==> src/logic/mmu_config.svh <==
`ifndef MMU_CONFIG_SVH
`define MMU_CONFIG_SVH

// ##################################################
// Descriptor type codes, bits [1:0] of each entry
// ##################################################

`define MMU_L1_PAGETABLE  2'b01
`define MMU_L1_SECTION    2'b10

`define MMU_L2_FAULT      2'b00
`define MMU_L2_LARGE      2'b01
`define MMU_L2_SMALL      2'b10
`define MMU_L2_SMALLEXT   2'b11

// ##################################################
// Virtual address slices on a word address (ptr)
// ##################################################

`define MMU_L1_INDEX      [29:18]  // Virtual 31:20
`define MMU_L2_INDEX      [17:10]  // Virtual 19:12
`define MMU_SECTION_INDEX [17:0]   // Virtual 19:2
`define MMU_LARGE_INDEX   [13:0]   // Virtual 15:2
`define MMU_SMALL_INDEX   [9:0]    // Virtual 11:2

// Fault log counter
`define MMU_FAULT_COUNT_W 8

`endif

==> src/logic/core_types_pkg.sv <==
package core_types_pkg;

	// ##################################################
	// Core side data and address types
	// ##################################################

	typedef logic [31:0] word;

	// Word address, byte lanes come from the enables
	typedef logic [29:0] ptr;

	// One load or store as issued by the core
	typedef struct packed {
		ptr         addr;
		word        data_wr;
		logic [3:0] be;       // Byte enables, bit 0 is the lowest lane
		logic       write;    // 1 for store
	} core_req;

endpackage

==> src/logic/mmu_format_pkg.sv <==
package mmu_format_pkg;

	import core_types_pkg::*;

	// First-level table base, 16 KiB aligned
	typedef logic [17:0] mmu_base;

	// ##################################################
	// Short-descriptor entry layouts
	// ##################################################

	typedef struct packed {
		logic [21:0] base;       // Second-level table, 1 KiB aligned
		logic [7:0]  unused;
		logic [1:0]  desc_type;
	} mmu_l1_pagetable;

	typedef struct packed {
		logic [11:0] base;       // 1 MiB section
		logic [17:0] unused;
		logic [1:0]  desc_type;
	} mmu_l1_section;

	typedef struct packed {
		logic [15:0] base;       // 64 KiB page
		logic [13:0] unused;
		logic [1:0]  desc_type;
	} mmu_l2_large;

	typedef struct packed {
		logic [19:0] base;       // 4 KiB page
		logic [9:0]  unused;
		logic [1:0]  desc_type;
	} mmu_l2_small;

	// Access on the memory bus
	typedef struct packed {
		ptr         addr;
		word        data_wr;
		logic [3:0] be;
		logic       write;
	} bus_req;

	typedef enum logic [1:0] {
		mmu_fault_none,
		mmu_l1_fault,     // Invalid or unsupported first-level entry
		mmu_l2_fault      // Second-level fault entry
	} mmu_fault_kind;

endpackage

==> src/logic/core_mmu_pagewalk.sv <==
`include "mmu_config.svh"

module core_mmu_pagewalk
	import core_types_pkg::*, mmu_format_pkg::*;
(
	input  logic                    clk,
	input  logic                    rst_n,

	input  logic                    mmu_enable,
	input  mmu_base                 mmu_ttbr,

	input  logic                    core_start,
	input  core_types_pkg::core_req core_req,

	input  logic                    bus_ready,
	input  word                     bus_data_rd,

	output logic                    core_ready,
	output logic                    core_fault,
	output word                     core_data_rd,
	output ptr                      core_fault_addr,
	output mmu_fault_kind           core_fault_kind,

	output logic                    bus_start,
	output mmu_format_pkg::bus_req  bus_req
);

	typedef enum logic [2:0] {
		st_idle,
		st_l1,
		st_l2,
		st_data,
		st_fault
	} walk_state;

	walk_state state;

	// Fetched word seen through each descriptor layout
	mmu_l1_pagetable l1_table;
	mmu_l1_section   l1_section;
	mmu_l2_large     l2_large;
	mmu_l2_small     l2_small;

	assign l1_table   = bus_data_rd;
	assign l1_section = bus_data_rd;
	assign l2_large   = bus_data_rd;
	assign l2_small   = bus_data_rd;

	core_types_pkg::core_req hold;  // Request under translation

	ptr         bus_addr;
	word        bus_data_wr;
	logic [3:0] bus_be;
	logic       bus_write;

	assign bus_req = '{addr: bus_addr, data_wr: bus_data_wr, be: bus_be, write: bus_write};

	// ##################################################
	// Control
	// ##################################################

	always_ff @(posedge clk or negedge rst_n) begin
		if (!rst_n) begin
			state        <= st_idle;
			bus_start    <= 1'b0;
			bus_write    <= 1'b0;
			core_ready   <= 1'b0;
			core_fault   <= 1'b0;
			core_data_rd <= '0;
		end else begin
			bus_start  <= 1'b0;
			core_ready <= 1'b0;
			core_fault <= 1'b0;

			unique case (state)
				st_idle:
					if (core_start) begin
						bus_start <= 1'b1;
						if (mmu_enable) begin
							state <= st_l1;
						end else begin
							state     <= st_data;
							bus_write <= core_req.write;  // Untranslated access
						end
					end

				st_l1:
					if (bus_ready) begin
						unique case (l1_table.desc_type)
							`MMU_L1_PAGETABLE: begin
								state     <= st_l2;
								bus_start <= 1'b1;
							end
							`MMU_L1_SECTION: begin
								state     <= st_data;
								bus_start <= 1'b1;
								bus_write <= hold.write;
							end
							default:
								state <= st_fault;  // Fault, tiny page or supersection
						endcase
					end

				st_l2:
					if (bus_ready) begin
						if (l2_small.desc_type == `MMU_L2_FAULT) begin
							state <= st_fault;
						end else begin
							state     <= st_data;
							bus_start <= 1'b1;
							bus_write <= hold.write;
						end
					end

				st_data:
					if (bus_ready) begin
						state        <= st_idle;
						bus_write    <= 1'b0;
						core_ready   <= 1'b1;
						core_data_rd <= bus_data_rd;
					end

				st_fault: begin
					state      <= st_idle;
					bus_write  <= 1'b0;
					core_ready <= 1'b1;
					core_fault <= 1'b1;
				end

				default:
					state <= st_idle;
			endcase
		end
	end

	// ##################################################
	// Addresses and payload
	// ##################################################

	always_ff @(posedge clk) begin
		unique case (state)
			st_idle:
				if (core_start) begin
					hold        <= core_req;
					bus_data_wr <= core_req.data_wr;
					if (mmu_enable) begin
						bus_addr <= {mmu_ttbr, core_req.addr`MMU_L1_INDEX};
						bus_be   <= 4'hf;  // Descriptor fetch
					end else begin
						bus_addr <= core_req.addr;
						bus_be   <= core_req.be;
					end
				end

			st_l1:
				if (bus_ready) begin
					if (l1_table.desc_type == `MMU_L1_PAGETABLE) begin
						bus_addr <= {l1_table.base, hold.addr`MMU_L2_INDEX};
					end else begin
						bus_addr <= {l1_section.base, hold.addr`MMU_SECTION_INDEX};
						bus_be   <= hold.be;
					end
					core_fault_kind <= mmu_l1_fault;
				end

			st_l2:
				if (bus_ready) begin
					if (l2_large.desc_type == `MMU_L2_LARGE)
						bus_addr <= {l2_large.base, hold.addr`MMU_LARGE_INDEX};
					else
						bus_addr <= {l2_small.base, hold.addr`MMU_SMALL_INDEX};  // Small and extended
					bus_be          <= hold.be;
					core_fault_kind <= mmu_l2_fault;
				end

			st_fault:
				core_fault_addr <= hold.addr;

			default: ;
		endcase
	end

endmodule

==> src/logic/core_mmu_fault_log.sv <==
`include "mmu_config.svh"

module core_mmu_fault_log
	import core_types_pkg::*, mmu_format_pkg::*;
(
	input  logic                          clk,
	input  logic                          rst_n,

	input  logic                          core_fault,
	input  ptr                            core_fault_addr,
	input  mmu_fault_kind                 core_fault_kind,
	input  logic                          fault_ack,

	output logic                          fault_pending,
	output ptr                            fault_addr,
	output mmu_fault_kind                 fault_kind,
	output logic [`MMU_FAULT_COUNT_W-1:0] fault_count
);

	always_ff @(posedge clk or negedge rst_n) begin
		if (!rst_n) begin
			fault_pending <= 1'b0;
			fault_kind    <= mmu_fault_none;
			fault_count   <= '0;
		end else if (core_fault) begin
			fault_pending <= 1'b1;  // New fault beats a simultaneous ack
			fault_kind    <= core_fault_kind;
			if (fault_ack)
				fault_count <= `MMU_FAULT_COUNT_W'(1);
			else if (!(&fault_count))
				fault_count <= fault_count + 1'b1;  // Saturates at all ones
		end else if (fault_ack) begin
			fault_pending <= 1'b0;
			fault_count   <= '0;
		end
	end

	// Last faulting virtual address
	always_ff @(posedge clk) begin
		if (core_fault)
			fault_addr <= core_fault_addr;
	end

endmodule

==> src/logic/core_mmu.sv <==
`include "mmu_config.svh"

module core_mmu
	import core_types_pkg::*, mmu_format_pkg::*;
(
	input  logic                          clk,
	input  logic                          rst_n,

	input  logic                          mmu_enable,
	input  mmu_base                       mmu_ttbr,
	input  logic                          fault_ack,

	input  logic                          core_start,
	input  core_types_pkg::core_req       core_req,
	output logic                          core_ready,
	output logic                          core_fault,
	output word                           core_data_rd,

	output logic                          bus_start,
	output mmu_format_pkg::bus_req        bus_req,
	input  logic                          bus_ready,
	input  word                           bus_data_rd,

	output logic                          fault_pending,
	output ptr                            fault_addr,
	output mmu_fault_kind                 fault_kind,
	output logic [`MMU_FAULT_COUNT_W-1:0] fault_count
);

	ptr            walk_fault_addr;
	mmu_fault_kind walk_fault_kind;

	core_mmu_pagewalk i_pagewalk (
		.clk             (clk),
		.rst_n           (rst_n),
		.mmu_enable      (mmu_enable),
		.mmu_ttbr        (mmu_ttbr),
		.core_start      (core_start),
		.core_req        (core_req),
		.bus_ready       (bus_ready),
		.bus_data_rd     (bus_data_rd),
		.core_ready      (core_ready),
		.core_fault      (core_fault),
		.core_data_rd    (core_data_rd),
		.core_fault_addr (walk_fault_addr),
		.core_fault_kind (walk_fault_kind),
		.bus_start       (bus_start),
		.bus_req         (bus_req)
	);

	core_mmu_fault_log i_fault_log (
		.clk             (clk),
		.rst_n           (rst_n),
		.core_fault      (core_fault),
		.core_fault_addr (walk_fault_addr),
		.core_fault_kind (walk_fault_kind),
		.fault_ack       (fault_ack),
		.fault_pending   (fault_pending),
		.fault_addr      (fault_addr),
		.fault_kind      (fault_kind),
		.fault_count     (fault_count)
	);

endmodule

==> config.mk <==
export PLATFORM = sky130hd
export DESIGN_NAME = core_mmu
export DESIGN_NICKNAME = d
export VERILOG_FILES = /design/src/logic/core_types_pkg.sv /design/src/logic/mmu_format_pkg.sv /design/src/logic/core_mmu_pagewalk.sv /design/src/logic/core_mmu_fault_log.sv /design/src/logic/core_mmu.sv
export VERILOG_INCLUDE_DIRS = /design/src /design/src/logic
export SDC_FILE = /design/constraint.sdc
export NUM_CORES = 1
export LEC_CHECK = 0
export BUFFER_PORTS_ARGS = -buffer_cell sky130_fd_sc_hd__buf_2
export CAP_MARGIN = 10
export CORE_UTILIZATION = 40
export CTS_BUF_LIST = sky130_fd_sc_hd__clkbuf_8
export DETAILED_ROUTE_END_ITERATION = 10
export PLACE_DENSITY = 0.64
export SLEW_MARGIN = 25
export SYNTH_ARGS = -nofsm -noshare
export SYNTH_HDL_FRONTEND = slang
export SYNTH_SLANG_ARGS = --single-unit
export TNS_END_PERCENT = 1
==> constraint.sdc <==
create_clock -name clk -period 9.19 [get_ports clk]
set_clock_uncertainty 0.05 [all_clocks]
set_input_delay 0 -clock clk [delete_from_list [all_inputs] [get_ports clk]]
set_output_delay 0 -clock clk [all_outputs]
set_load 0.05 [all_outputs]
==> metrics <==
Net Sw Frac=0.422; vias in the first global route=6103; CTS tree=yes; Slowest Stage Delay on Critical Path=between 600 and 700 ps; Remaining DRCs=0; Post-CTS Setup Bufs=0; num rows=between 50 and 60; setup TNS=0 ps; Post-Layout Cell Count=about 1200; Ys Warns=0; Register Area=about 0.0061 sq mm; reg2reg setup slack=~6600 ps; Mapped Cells=480; syn_nets=around 600; startpoint types=register; initial DRC count=around 250; Congestion Overflow GR=0; fin nets=slightly above 1000; MaxCap Viol Count=0; Avg Vias per Cell=between 4 and 5; proportion of synthesized area in mux cells=0.0966; Slowest cell on crit path=dfrtp_1; Layout Area Growth over Synthesis=43.2%; Buf+Inv Stages, Crit Path=1; post-synthesis compound-gate area fraction=0.0642; status=finished clean; post-synthesis xor/xnor area fraction=0.00216; gpl congestion=0.791; final setup margin=roughly 6600 ps; Crit Path Max Fanout=39; met2 GRT Util=0.358; LEAKAGE=around 4.9 nW; Inst Count DP=roughly 990; post-route ant nets=0; Pint=roughly 2.2 mW; Yosys cell types=45; combinational power share=0.398; maximum clock frequency=between 0.3 and 0.4 GHz; Worst-path clk slew=approximately 60 ps; Total Wirelength=around 21000 um; largest area contributor in the netlist=edfxtp_1; clk sinks=roughly 210; endpoint type of the worst setup path=register; most common cell in the synthesized netlist=edfxtp_1; CP cell instances=nand2b_1 -> a21oi_4 -> buf_4 -> nor2_1 -> a221o_1; Switching Power=about 1.6 mW; CP Class=reg2reg; fraction of registers with async set/reset=0.235; crit path DAT=2810 ps; Worst slew margin=0.380; GRT Resource Usage Total=0.202; die width=between 100 and 150 um; Post-synth top cells=163 x edfxtp_1, 50 x dfrtp_1, 41 x mux2i_1; DP Area=~0.01 sq mm; ratio of cells with drive above 1 in the final layout=0.389; met3 Resource Use GR=0.0553; wire length of the first global-routing pass=between 30000 and 40000 um; Syn Area/Cell=around 17 sq um; Setup-failing EPs final=0; CTS root buffer=clkbuf_8; largest family of logic cells by synthesized area=multiplexers; pre-CTS WS=6570 ps; grt met1 use=0.229; detailed placement HPWL=approximately 13000 um; pwr dens=324 mW/mm^2; Initial Utilization=0.412; H-tree depth=2; final instance area=0.0116 sq mm; IO buf count=roughly 270; Mapped Area=between 0.008 and 0.009 sq mm; EDFF count, synth=163; via count=~5700; Crit path max-delay family=compound AO/OA/AOI/OAI gates; largest net degree at the start of global routing=51; filler instances=between 1500 and 2000; full die area=0.0208 sq mm; Post-Synth Adder-Cell Area=0.00773; Final Hold Viols=0; top cells by area, synth=edfxtp_1 60%, dfrtp_1 15%, mux2i_1 5.1%, mux2_2 4.6%, a221o_1 1.7%; Slew Viols, Final=0; drt first pass iters=4; Die Y-Extent=around 140 um; Hold Path Class=in2async; fraction of the cycle the final worst path needs=0.283; Multi-input gate area=0.00182 sq mm; Skew-Pair Late Insertion Delay=~500 ps; Worst Path Required=around 9400 ps; final core utilization=0.590; initial antenna violation count=0; worst hold slack=around 110 ps; RSZ-0062 raised after global routing=false; sequential share of the synthesized area=0.759; post-synth top area share=0.605; Synth Register Bits=around 210; Seq pwr share=0.398; ys flop type=edfxtp_1; clock network fraction of total power=0.204; Max clock buf depth=3; CORE AREA=0.0197 sq mm; TritonCTS Buffers=37; simple-gate share of the synthesized area=0.0515; diodes inserted=0; peak supply drop=136 uV; io pins=between 200 and 300; busiest grt layer=met2; Least-Margin Pin Slew=a little over 900 ps; total power=between 3 and 4 mW; minimum clock period after layout=around 2600 ps; drt wl/cell=17.6 um
registers in the layout (all words and copies together), names as in the netlist, 2 cells and up:
name                        cells
i_pagewalk.state                3
i_pagewalk.core_data_rd        32
i_pagewalk.hold                35
i_pagewalk.core_fault_kind      2
i_pagewalk.bus_be               4
i_fault_log.fault_addr         30
i_fault_log.fault_kind          2
i_pagewalk.bus_data_wr         32
i_pagewalk.core_fault_addr     30
i_pagewalk.bus_addr            30
i_fault_log.fault_count         8
timing repair:
action                    4_1_cts  5_1_grt
hold endpoints to repair      198        0
hold buffers                  122        0
resized for setup               0        0
path summary, 6_finish.rpt:
path                                           from                        endpoint  cells past startpoint
worst max-delay path            i_pagewalk.state[0]          i_pagewalk.bus_addr[3]                      5
worst min-delay path                          rst_n     i_pagewalk.core_data_rd[17]                      3
worst min register to register  i_pagewalk.hold[64]  i_pagewalk.core_fault_addr[27]                      0
max in group asynchronous                     rst_n           i_pagewalk.core_fault                      3
min in group clk                       core_req[12]       i_pagewalk.bus_data_wr[7]                      2
worst max register to register  i_pagewalk.state[0]          i_pagewalk.bus_addr[3]                      5
final cells by class:
cell class,instances,share of cell area
Tap cell,265,0.0286
Clock inverter,29,0.0130
Multi-Input combinational cell,240,0.157
Clock buffer,37,0.0439
Sequential cell,213,0.530
Timing Repair Buffer,394,0.226
Inverter,4,0.00130
cell usage in the layout (no fill, tap or decap), drive strengths merged, types with 3 or more instances in the layout:
| cell | n |
|---|---|
| a21o | 3 |
| o211ai | 3 |
| clkinv | 11 |
| and2 | 4 |
| nor3b | 3 |
| buf | 272 |
| dlygate4sd3 | 122 |
| o21ai | 23 |
| clkbuf | 37 |
| edfxtp | 163 |
| nand2b | 6 |
| nor2 | 31 |
| inv | 18 |
| ha | 5 |
| o22a | 4 |
| mux2i | 41 |
| a221o | 14 |
| a21oi | 13 |
| dfrtp | 50 |
| mux2 | 33 |
| clkinvlp | 3 |
| nand2 | 24 |
| nor3 | 3 |
| nor2b | 5 |
| o22ai | 4 |
power groups by stage:
stage | logic (mW) | clock network (mW) | registers, mW
after global placement | 1.42 | 0 | 1.50
after floorplan | 0.444 | 0 | 2.17
after CTS | 1.51 | 0.792 | 1.50
after global routing | 1.58 | 0.838 | 1.52
after detailed placement | 1.46 | 0 | 1.51
final | 1.50 | 0.768 | 1.50
tightest hold or removal path: stages:
cell           delay, ps
dlygate4sd3_1        520
buf_2                 90
buf_4                570
cell families after synthesis:
| logic type | Yosys count |
|---|---|
| buf+inv | 27 |
| fa+ha+maj | 5 |
| flops | 213 |
| simple gates | 85 |
| mux | 74 |
| compound gates | 74 |
| xor+xnor | 2 |
metal layers:
layer,routed length [um],share of wire,vias to the layer above
li1,-,-,2668
met1,8320,0.40,2701
met2,10300,0.49,263
met3,1700,0.082,39
met4,531,0.026,0
met5,0,0,-
(Power assumes the default switching activity.)
